## config.mk

```make
export PLATFORM = sky130hd
export DESIGN_NAME = lsu_store_top
export DESIGN_NICKNAME = d
export VERILOG_FILES = /design/src/sb_pkg.sv /design/src/st_ingress.sv /design/src/store_buffer.sv /design/src/st_drain.sv /design/src/lsu_store_top.sv
export VERILOG_INCLUDE_DIRS = /design/src
export SDC_FILE = /design/constraint.sdc
export NUM_CORES = 2
export LEC_CHECK = 0
export ABC_AREA = 1
export BUFFER_PORTS_ARGS = -buffer_cell sky130_fd_sc_hd__buf_2
export CAP_MARGIN = 20
export CORE_ASPECT_RATIO = 0.9
export CORE_MARGIN = 2
export CORE_UTILIZATION = 25
export CTS_BUF_LIST = sky130_fd_sc_hd__clkbuf_16
export DETAILED_ROUTE_END_ITERATION = 8
export PLACE_DENSITY = 0.39
export SETUP_SLACK_MARGIN = 0.3
export SLEW_MARGIN = 30
export SYNTH_ARGS = -nofsm -noshare
export SYNTH_HDL_FRONTEND = slang
export SYNTH_SLANG_ARGS = --single-unit
```

## constraint.sdc

```tcl
create_clock -name clk_i -period 8.6 [get_ports clk_i]
set_clock_uncertainty 0.2 [all_clocks]
set_input_delay 2.15 -clock clk_i [delete_from_list [all_inputs] [get_ports clk_i]]
set_output_delay 2.15 -clock clk_i [all_outputs]
set_load 0.01 [all_outputs]
```

## src/sb_macros.svh

```systemverilog
`ifndef SB_MACROS_SVH
`define SB_MACROS_SVH

`default_nettype none

`define SB_NUM_ENTRIES 8  // Store buffer depth and producer credit pool
`define SB_ADDR_W      64
`define SB_DATA_W      64
`define SB_MEM_CREDITS 4  // Memory write port credits after reset

`default_nettype wire

`endif

```

## src/sb_pkg.sv

```systemverilog
`default_nettype none

package sb_pkg;

    // Raw memory size code as carried by a store or a load
    typedef logic [3:0] size_code_t;

    // Field view of the same code
    typedef struct packed {
        logic       block;  // Set for 16/32/64 byte fill stores
        logic       uns;    // Load sign flag, stores ignore it
        logic [1:0] lg;     // log2 of size inside its class
    } size_fields_t;

    // Exact code compare on one side, field decode on the other
    typedef union packed {
        size_code_t   raw;
        size_fields_t fields;
    } mem_size_u;

    // log2 of a byte granule, 0 (byte) up to 6 (64 byte block)
    typedef logic [2:0] granule_t;

endpackage

`default_nettype wire

```

## src/st_ingress.sv

```systemverilog
`timescale 1ns/1ps
`include "sb_macros.svh"
`default_nettype none

module st_ingress (
    input  wire logic                  clk_i,
    input  wire logic                  rstn_i,

    input  wire logic                  st_valid_i,
    input  wire logic [`SB_ADDR_W-1:0] st_addr_i,
    input  wire logic [`SB_DATA_W-1:0] st_data_i,
    input  wire sb_pkg::mem_size_u     st_size_i,

    input  wire logic                  pop_i,       // Drain retired the head entry

    output logic                       wr_valid_o,
    output logic [`SB_ADDR_W-1:0]      wr_addr_o,
    output logic [`SB_DATA_W-1:0]      wr_data_o,
    output sb_pkg::mem_size_u          wr_size_o,

    output logic                       st_credit_o  // One pulse per freed entry
);

    localparam int OUT_W = $clog2(`SB_NUM_ENTRIES) + 1;

    // Credits spent by the producer and not yet given back
    logic [OUT_W-1:0] outstanding_q;

    // Control path
    always_ff @(posedge clk_i or negedge rstn_i) begin
        if (!rstn_i) begin
            wr_valid_o    <= 1'b0;
            st_credit_o   <= 1'b0;
            outstanding_q <= '0;
        end else begin
            wr_valid_o    <= st_valid_i;
            st_credit_o   <= pop_i;  // Credit goes back the cycle after pop
            outstanding_q <= outstanding_q
                             + {{(OUT_W-1){1'b0}}, st_valid_i}
                             - {{(OUT_W-1){1'b0}}, st_credit_o};
        end
    end

    // Payload stage, only loaded on an accepted store
    always_ff @(posedge clk_i) begin
        if (st_valid_i) begin
            wr_addr_o <= st_addr_i;
            wr_data_o <= st_data_i;
            wr_size_o <= st_size_i;
        end
    end

endmodule

`default_nettype wire

```

## src/store_buffer.sv

```systemverilog
`timescale 1ns/1ps
`include "sb_macros.svh"
`default_nettype none

module store_buffer (
    input  wire logic                  clk_i,
    input  wire logic                  rstn_i,

    input  wire logic                  wr_valid_i,
    input  wire logic [`SB_ADDR_W-1:0] wr_addr_i,
    input  wire logic [`SB_DATA_W-1:0] wr_data_i,
    input  wire sb_pkg::mem_size_u     wr_size_i,

    input  wire logic                  pop_i,

    input  wire logic [`SB_ADDR_W-1:0] load_addr_i,
    input  wire sb_pkg::mem_size_u     load_size_i,

    output logic                       head_valid_o,
    output logic [`SB_ADDR_W-1:0]      head_addr_o,
    output logic [`SB_DATA_W-1:0]      head_data_o,
    output sb_pkg::mem_size_u          head_size_o,

    output logic                       empty_o,
    output logic                       collision_o  // Load may overlap a buffered store
);

    localparam int DEPTH = `SB_NUM_ENTRIES;
    localparam int PTR_W = $clog2(DEPTH);

    logic [PTR_W-1:0] head_q;
    logic [PTR_W-1:0] tail_q;
    logic [PTR_W:0]   count_q;   // One bit wider than the pointers
    logic [DEPTH-1:0] valid_q;

    logic [`SB_ADDR_W-1:0] addr_mem [DEPTH];
    logic [`SB_DATA_W-1:0] data_mem [DEPTH];
    sb_pkg::mem_size_u     size_mem [DEPTH];

    logic pop_en;

    // Exact block codes give 16/32/64 byte granules, everything else is scalar
    function automatic sb_pkg::granule_t size_granule(input sb_pkg::mem_size_u sz);
        case (sz.raw)
            4'b1000, 4'b1001, 4'b1010: size_granule = 3'd4 + {1'b0, sz.fields.lg};
            default:                   size_granule = {1'b0, sz.fields.lg};
        endcase
    endfunction

    assign empty_o = (count_q == '0);
    assign pop_en  = pop_i & ~empty_o;  // Guard against a stray pop

    // Pointers and occupancy
    always_ff @(posedge clk_i or negedge rstn_i) begin
        if (!rstn_i) begin
            head_q  <= '0;
            tail_q  <= '0;
            count_q <= '0;
            valid_q <= '0;
        end else begin
            if (wr_valid_i) begin
                tail_q          <= tail_q + 1'b1;
                valid_q[tail_q] <= 1'b1;
            end
            if (pop_en) begin
                head_q          <= head_q + 1'b1;
                valid_q[head_q] <= 1'b0;
            end
            count_q <= count_q + {{PTR_W{1'b0}}, wr_valid_i} - {{PTR_W{1'b0}}, pop_en};
        end
    end

    // Entry storage
    always_ff @(posedge clk_i) begin
        if (wr_valid_i) begin
            addr_mem[tail_q] <= wr_addr_i;
            data_mem[tail_q] <= wr_data_i;
            size_mem[tail_q] <= wr_size_i;
        end
    end

    // Oldest store, zeroed while empty
    assign head_valid_o = ~empty_o;
    assign head_addr_o  = empty_o ? '0 : addr_mem[head_q];
    assign head_data_o  = empty_o ? '0 : data_mem[head_q];
    assign head_size_o  = empty_o ? '0 : size_mem[head_q];

    // Page offset compare down to the coarser granule of the pair
    always_comb begin : collision_detector
        sb_pkg::granule_t g_load;
        sb_pkg::granule_t g_entry;
        sb_pkg::granule_t g_max;
        logic [11:0]      mask;
        collision_o = 1'b0;
        g_load      = size_granule(load_size_i);
        for (int j = 0; j < DEPTH; j++) begin
            g_entry = size_granule(size_mem[j]);
            g_max   = (g_entry > g_load) ? g_entry : g_load;
            mask    = 12'hfff << g_max;
            if (valid_q[j] && (((addr_mem[j][11:0] ^ load_addr_i[11:0]) & mask) == '0)) begin
                collision_o = 1'b1;
            end
        end
    end

endmodule

`default_nettype wire

```

## src/st_drain.sv

```systemverilog
`timescale 1ns/1ps
`include "sb_macros.svh"
`default_nettype none

module st_drain (
    input  wire logic                  clk_i,
    input  wire logic                  rstn_i,

    input  wire logic                  head_valid_i,
    input  wire logic [`SB_ADDR_W-1:0] head_addr_i,
    input  wire logic [`SB_DATA_W-1:0] head_data_i,
    input  wire sb_pkg::mem_size_u     head_size_i,

    output logic                       pop_o,  // With the last beat of the head entry

    output logic                       mem_valid_o,
    output logic [`SB_ADDR_W-1:0]      mem_addr_o,
    output logic [`SB_DATA_W-1:0]      mem_data_o,
    output logic [7:0]                 mem_strb_o,
    input  wire logic                  mem_credit_i
);

    localparam int CRED_W = $clog2(`SB_MEM_CREDITS + 1);

    logic [2:0]        beat_q;        // Beat index inside the head entry
    logic [CRED_W-1:0] mem_credit_q;  // Memory credits on hand

    sb_pkg::granule_t g;
    logic [3:0]       last_idx;
    logic             last_beat;
    logic [7:0]       byte_mask;

    // Granule from the field view, blocks sit 4 above their lg
    assign g = head_size_i.fields.block ? 3'd4 + {1'b0, head_size_i.fields.lg}
                                        : {1'b0, head_size_i.fields.lg};

    // 16/32/64 byte blocks take 2/4/8 doubleword beats
    assign last_idx  = (g > 3'd3) ? (4'd1 << (g - 3'd3)) - 4'd1 : 4'd0;
    assign last_beat = ({1'b0, beat_q} == last_idx);

    always_comb begin
        case (g)
            3'd0:    byte_mask = 8'h01;
            3'd1:    byte_mask = 8'h03;
            3'd2:    byte_mask = 8'h0f;
            default: byte_mask = 8'hff;
        endcase
    end

    // A beat goes out whenever there is a head entry and a credit
    assign mem_valid_o = head_valid_i && (mem_credit_q != '0);
    assign pop_o       = mem_valid_o && last_beat;

    // Doubleword address, stepped by beat for blocks
    assign mem_addr_o = {head_addr_i[`SB_ADDR_W-1:3] + {{(`SB_ADDR_W-6){1'b0}}, beat_q}, 3'b000};

    // Blocks are aligned so the lane shift is zero and the doubleword repeats
    assign mem_data_o = head_data_i << {head_addr_i[2:0], 3'b000};
    assign mem_strb_o = head_size_i.fields.block ? 8'hff : byte_mask << head_addr_i[2:0];

    always_ff @(posedge clk_i or negedge rstn_i) begin
        if (!rstn_i) begin
            beat_q       <= '0;
            mem_credit_q <= CRED_W'(`SB_MEM_CREDITS);
        end else begin
            if (mem_valid_o) begin
                beat_q <= last_beat ? 3'd0 : beat_q + 3'd1;
            end
            mem_credit_q <= mem_credit_q
                            + {{(CRED_W-1){1'b0}}, mem_credit_i}
                            - {{(CRED_W-1){1'b0}}, mem_valid_o};
        end
    end

endmodule

`default_nettype wire

```

## src/lsu_store_top.sv

```systemverilog
`timescale 1ns/1ps
`include "sb_macros.svh"
`default_nettype none

module lsu_store_top (
    input  wire logic                  clk_i,
    input  wire logic                  rstn_i,

    // Producer side
    input  wire logic                  st_valid_i,
    input  wire logic [`SB_ADDR_W-1:0] st_addr_i,
    input  wire logic [`SB_DATA_W-1:0] st_data_i,
    input  wire sb_pkg::mem_size_u     st_size_i,
    output logic                       st_credit_o,

    // Load probe
    input  wire logic [`SB_ADDR_W-1:0] load_addr_i,
    input  wire sb_pkg::mem_size_u     load_size_i,
    output logic                       collision_o,

    // Memory write port
    output logic                       mem_valid_o,
    output logic [`SB_ADDR_W-1:0]      mem_addr_o,
    output logic [`SB_DATA_W-1:0]      mem_data_o,
    output logic [7:0]                 mem_strb_o,
    input  wire logic                  mem_credit_i,

    output logic                       empty_o
);

    logic                  wr_valid;
    logic [`SB_ADDR_W-1:0] wr_addr;
    logic [`SB_DATA_W-1:0] wr_data;
    sb_pkg::mem_size_u     wr_size;

    logic                  head_valid;
    logic [`SB_ADDR_W-1:0] head_addr;
    logic [`SB_DATA_W-1:0] head_data;
    sb_pkg::mem_size_u     head_size;

    logic                  pop;  // Shared by buffer and ingress

    st_ingress u_ingress (
        .clk_i, .rstn_i,
        .st_valid_i, .st_addr_i, .st_data_i, .st_size_i,
        .pop_i      (pop),
        .wr_valid_o (wr_valid),
        .wr_addr_o  (wr_addr),
        .wr_data_o  (wr_data),
        .wr_size_o  (wr_size),
        .st_credit_o
    );

    store_buffer u_buffer (
        .clk_i, .rstn_i,
        .wr_valid_i   (wr_valid),
        .wr_addr_i    (wr_addr),
        .wr_data_i    (wr_data),
        .wr_size_i    (wr_size),
        .pop_i        (pop),
        .load_addr_i, .load_size_i,
        .head_valid_o (head_valid),
        .head_addr_o  (head_addr),
        .head_data_o  (head_data),
        .head_size_o  (head_size),
        .empty_o, .collision_o
    );

    st_drain u_drain (
        .clk_i, .rstn_i,
        .head_valid_i (head_valid),
        .head_addr_i  (head_addr),
        .head_data_i  (head_data),
        .head_size_i  (head_size),
        .pop_o        (pop),
        .mem_valid_o, .mem_addr_o, .mem_data_o, .mem_strb_o, .mem_credit_i
    );

endmodule

`default_nettype wire

```

# After elaboration in Yosys (flattened, before gate mapping)
# Memories as Yosys holds them, arrays and structs flattened.
# Index checks and enable logic that the tools add are counted.
# W data, S select, Z words.
# totals
ramBits	1056
register_bits	158
word_cells	182
output_inout_bits	140
memories	3
# classes
n_bitwise	21
n_addsub	20
shifts	11
n_eq_ne	30
order_cmp	13
mux	41
n_reduce_logical	32
# memory_table
name	words	word_bits	rd	rd_clocked_by_memory_dff	wr	line_no	text
u_buffer.addr_mem	8	64	9	0	1	store_buffer.sv:36	logic [`SB_ADDR_W-1:0] addr_mem [DEPTH];
u_buffer.data_mem	8	64	1	0	1	store_buffer.sv:37	logic [`SB_DATA_W-1:0] data_mem [DEPTH];
u_buffer.size_mem	8	4	9	0	1	store_buffer.sv:38	sb_pkg::mem_size_u size_mem [DEPTH];
# ops
operator	count
$mux W64	2
$eq A4 B4 Y1 const B	27
$and A12 B12 Y12	8
$logic_not A12 Y1	8
$shl A12 B3 Y12 const A	8
$xor A12 B12 Y12	8
$shl A64 B6 Y64	1
$add A61 B3 Y61	1
$mux W3	19
$add A3 B2 Y3 const A	10
$reduce_or A3 Y1	9
$gt A3 B3 Y1	8
$mux W8	3
$pmux W8 S3	1
$logic_and A1 B1 Y1	12
$mux W1	12
$add A3 B1 Y3 const B	3
$and A8 B8 Y8	1
$lt A3 B4 Y1 const B	2
$mux W4	2
$not A8 Y8	1
$or A8 B8 Y8	1
$shl A8 B3 Y8	1
$demux W1 S3	2
other kinds (17)	18

# Logic depth before layout (Yosys ltp)
# An unclocked memory read counts as a cell.
# depth
ltp_word	18
mapped_depth	28
mapped_depth_nobuf	27

# Modules after synthesis
# From an unflattened synthesis, not the netlist that was laid out.
# hier_totals
cells_unflattened	4205
hier_area_um2	52547.9
# modules_own_cells
mod	cells_each	area_each_um2	seq_area_each_um2	n_inst
store_buffer	3209	44277.5	32160.8	1
st_drain	862	4256.6	151.4	1
st_ingress	134	4013.8	4013.8	1

# Least setup slack after synthesis
# OpenSTA, ideal clock, no wires.
# synth_path
path_type	input to output
from	in load_size_i[1] (netlist name)
to	out collision_o
stages	16
path_buffers	1
arrival_ps	4901
path_slack_ps	1349
path_cell_list	clkbuf_1 > inv_1 > o21ai_0 > ha_1 > nand2_1 > o21ai_0 > nand2_1 > o21ai_0 > nor2_1 > o21ai_0 > nand2_1 > nor2_1 > nand2_1 > nand2_1 > nor2_1 > nand2_1
# synth_between
elab_chain_len	17
# synth_lines
element	line_no	text
start, declared	lsu_store_top.sv:18	input wire sb_pkg::mem_size_u load_size_i,
parallel branches: the longest is 2 deep, another holds $add A3 B2 Y3	--	
$mux W3 *	store_buffer.sv:44	case (sz.raw)
$gt A3 B3 Y1	store_buffer.sv:98	g_max = (g_entry > g_load) ? g_entry : g_load;
$mux W3	store_buffer.sv:98	
$shl A12 B3 Y12	store_buffer.sv:99	mask = 12'hfff << g_max;
$and A12 B12 Y12	store_buffer.sv:100	if (valid_q[j] && (((addr_mem[j][11:0] ^ load_addr_i[11:0]) & mask) == '0)) begin
$logic_not A12 Y1	store_buffer.sv:100	
$logic_and A1 B1 Y1	store_buffer.sv:100	
$mux W1 (7 in a row)	store_buffer.sv:100	
$mux W1 *	store_buffer.sv:100	
end, declared	lsu_store_top.sv:19	output logic collision_o,
# Every way passes the cells marked *.

# Final worst setup path
# layout_path
from	reg u_buffer.head_q[0]
to	out mem_addr_o[44]
# layout_between
elab_chain_len	3
# layout_lines
element	line_no	text
start, declared	store_buffer.sv:31	logic [PTR_W-1:0] head_q;
start signal, assigned	store_buffer.sv:66	head_q <= head_q + 1'b1;
$mem_v2 Z8 W64	--	
$mux W64	store_buffer.sv:84	assign head_addr_o = empty_o ? '0 : addr_mem[head_q];
$add A61 B3 Y61	st_drain.sv:55	assign mem_addr_o = {head_addr_i[`SB_ADDR_W-1:3] + {{(`SB_ADDR_W-6){1'b0}}, beat_q}, 3'b000};
end, declared	lsu_store_top.sv:23	output logic [`SB_ADDR_W-1:0] mem_addr_o,
# Every way passes these cells.

==> results.toml <==
[cells_and_area]
area_growth_pct = 17.6
drive_gt1_share_pct = 14.3
nets = 5084
fin_area_mm2 = 0.0620
multi_input_area_mm2 = 0.0146
post-route-util_pct = 29.7
nFillCells = 21500
regArea_mm2 = 0.0363

[min_path]
hp-class = "flop to flop"
hp-start = "u_buffer.tail_q[0]"
min_to = "u_buffer.tail_q[0]"
hold_depth = 2

[synthesis]
synth-seq-area-share_pct = 68.9
synth_cells = 4570
synth_edf_count = 1188
synth_cell_types = 52
synth_top_area_share_pct = 67.6
async_flop_share_pct = 2.14
ys.flop_type = "edfxtp_1"
synth_common_cells = "edfxtp_1 (1188), nor2_1 (794), nand2_1 (665)"
synth.area.top_cells = "edfxtp_1 (68%), nor2_1 (5.7%), o21ai_0 (5.2%), nand2_1 (4.7%), o211ai_1 (2.3%)"
yosysTopAreaCell = "edfxtp_1"
ys_seq_elements = 1214
yosys.cell_count.top_type = "edfxtp_1"
netlist_area_mm2 = 0.0527
yosys_warnings = 0
avgSynthCellArea_um2 = 11.5

[global_route]
grt_pass1_vias = 34500
grt.overflow.total = 0
grt_antenna_before_repair = 25
grt_util_all_layers_pct = 16.5
grt_max_degree = 181
grt_pass1_wl_mm = 255

[setup_path]
crit_fanout = 88
required_ns = 6.25
r2r_start = "u_buffer.head_q[2]"
start_kind = "flop"
slowest_delay_ns = 0.88
timing.critical_path.mode_cell = "nand2_1"
worstPathArrival_ns = 5.42
worstSetupEndpointType = "primary output"
reg2reg_depth = 24
cp_cell_sequence = "inv_8, o21ai_0, o22ai_1, o21ai_0, inv_1, ha_1, a31oi_1, nor3_2, nand2_1, nor2_1, nand2_1, nor2_2, nand2_1, xor2_1, buf_2"
cp_slowest_cell = "dfrtp_4"
path_class = "flop to primary output"
regToRegSetupSlack_ns = 1.73
reg2reg_to = "u_buffer.count_q[2]"

[floorplanning]
core_mm2 = 0.209
rows = 159
io_pins = 344
initial_utilization_pct = 25.2
die_area_mm2 = 0.215
die_h_um = 440
die_x_um = 488

[clock_network]
clk_path_buf_depth = 3
ctsRootBufferMaster = "clkbuf_16"
cts_buffers = 145
post-cts-setup-buffers = 0
post_cts_resized = 0
clk_pin_slew_ns = 0.05
insertion_delay_ns = 0.80
hold_buffers = 0
h-tree-depth = 4
clock_sinks = 1214
cts_tree = "yes"

[flow_run]
maxCapViolCount = 0

[timing]
finalCritPeriodShare_pct = 90.4
hold_viol = 0
tns_ns = 0
tightest_slew_ns = 0.986
fin_crit_ns = 7.77
max_clock_freq_mhz = 129
maxSlewViolCount = 0
slew_headroom_pct = 34.3
setup_ws_ns = 0.829
setup_viol = 0
rsz0062_at_grt = "no"

[placement]
preCtsSetupSlack_ns = 1.14
hpwlAfterDp_mm = 111
io_buffers = 288
place_congestion = 0.921
dpl_cell_area_mm2 = 0.0573

[detailed_routing]
vias = 35600
vias_per_cell = 4.57
drt_wl_total_mm = 180
drc = 0
ant_nets = 0
drt-pass1-iter-count = 5
drt-initial-drc-count = 2585
wl_per_cell_um = 23.2

[status]
status = "complete, no violations"

[power_and_ir_drop]
power.density_mw_per_mm2 = 373
power_mw = 23.1
p_leak_nw = 21.9
peakVddDrop_mv = 0.230
[area by class of cell]
type	instances	area share, %
timing repair buffer	358	3.35
inverter	227	1.39
multi-input combinational	2892	23.5
antenna	6	0.0242
tap	2817	5.68
sequential	1214	58.6
clock buffer	145	5.85
clock inverter	117	1.65
[how the worst max path moves through the flow]
stage	depth (start not counted)	endpoint	start	slack, ns
after global routing	15	mem_addr_o[44]	u_buffer.head_q[0]	0.40
after global placement	17	collision_o	load_size_i[0]	1.08
final	15	mem_addr_o[44]	u_buffer.head_q[0]	0.83
after detailed placement	17	collision_o	load_size_i[0]	1.14
after CTS	17	mem_addr_o[30]	u_buffer.head_q[0]	0.59
after floorplan	16	collision_o	load_size_i[1]	1.35
[worst max-delay path, delay by kind of cell (launching register included)]
| family | cells | cell delay (ns) |
|---|---|---|
| AO/OA/AOI/OAI | 4 | 1.27 |
| XOR/XNOR | 1 | 0.23 |
| adder cells (fa/ha/maj) | 1 | 0.31 |
| buffers and inverters | 3 | 0.66 |
| flip-flops | 1 | 0.88 |
| AND/OR/NAND/NOR | 6 | 1.26 |
[registers in the layout, summed over array words and instances (netlist names)]
| register | flops |
|---|---|
| u_buffer.addr_mem | 512 |
| u_buffer.data_mem | 512 |
| u_ingress.wr_addr_o | 64 |
| u_ingress.wr_data_o | 64 |
| u_buffer.size_mem | 32 |
| u_buffer.valid_q | 8 |
| u_buffer.count_q | 4 |
| u_ingress.wr_size_o | 4 |
| u_buffer.head_q | 3 |
| u_buffer.tail_q | 3 |
| u_drain.beat_q | 3 |
| u_drain.mem_credit_q | 3 |
| u_ingress.st_credit_o | 1 |
| u_ingress.wr_valid_o | 1 |
[stage by stage]
stage	instances	hold slack [ns]
2_1_floorplan	4572	0.297
3_3_place_gp	7508	0.331
3_5_place_dp	7508	0.341
4_1_cts	7770	0.354
5_1_grt	7775	0.392
6_report	7776	0.353
[logic make-up (layout without fill, tap and decap cells)]
family	count (synthesis)	in the layout	synth area share (%)
AND/OR/NAND/NOR	1749	1749	13.7
flip-flops	1214	1214	68.9
AO/OA/AOI/OAI	980	980	10.7
buffers and inverters	466	847	3.73
XOR/XNOR	117	117	1.94
adder cells (fa/ha/maj)	42	42	1.04
other	1	9	0.00711
multiplexers	1	1	0.0190
[power by group]
group | switching, mW | internal [mW]
Combinational | 6.98 | 2.57
Clock | 2.62 | 3.40
Sequential | 0.330 | 7.24
Total | 9.93 | 13.2
[routing by layer]
metal  global-route usage (%)  wire length, um
met4                     4.88             4290
met2                     26.9            85100
met1                     22.7            83700
met3                     2.31             7270
met5                        0               13
[placed cells by master, fill, tap and decap left out, types with 31 or more instances in the layout]
cell / count
o211ai_1: 165
nor2_1: 784
xnor2_1: 42
o22ai_1: 131
nand3_1: 107
edfxtp_1: 1188
buf_2: 287
nand2_1: 662
or2_2: 86
o21ai_0: 546
xor2_1: 75
a21oi_1: 54
clkinv_1: 31
clkbuf_16: 145
inv_1: 257
buf_4: 60
ha_1: 39
(Power assumes the default switching activity.)
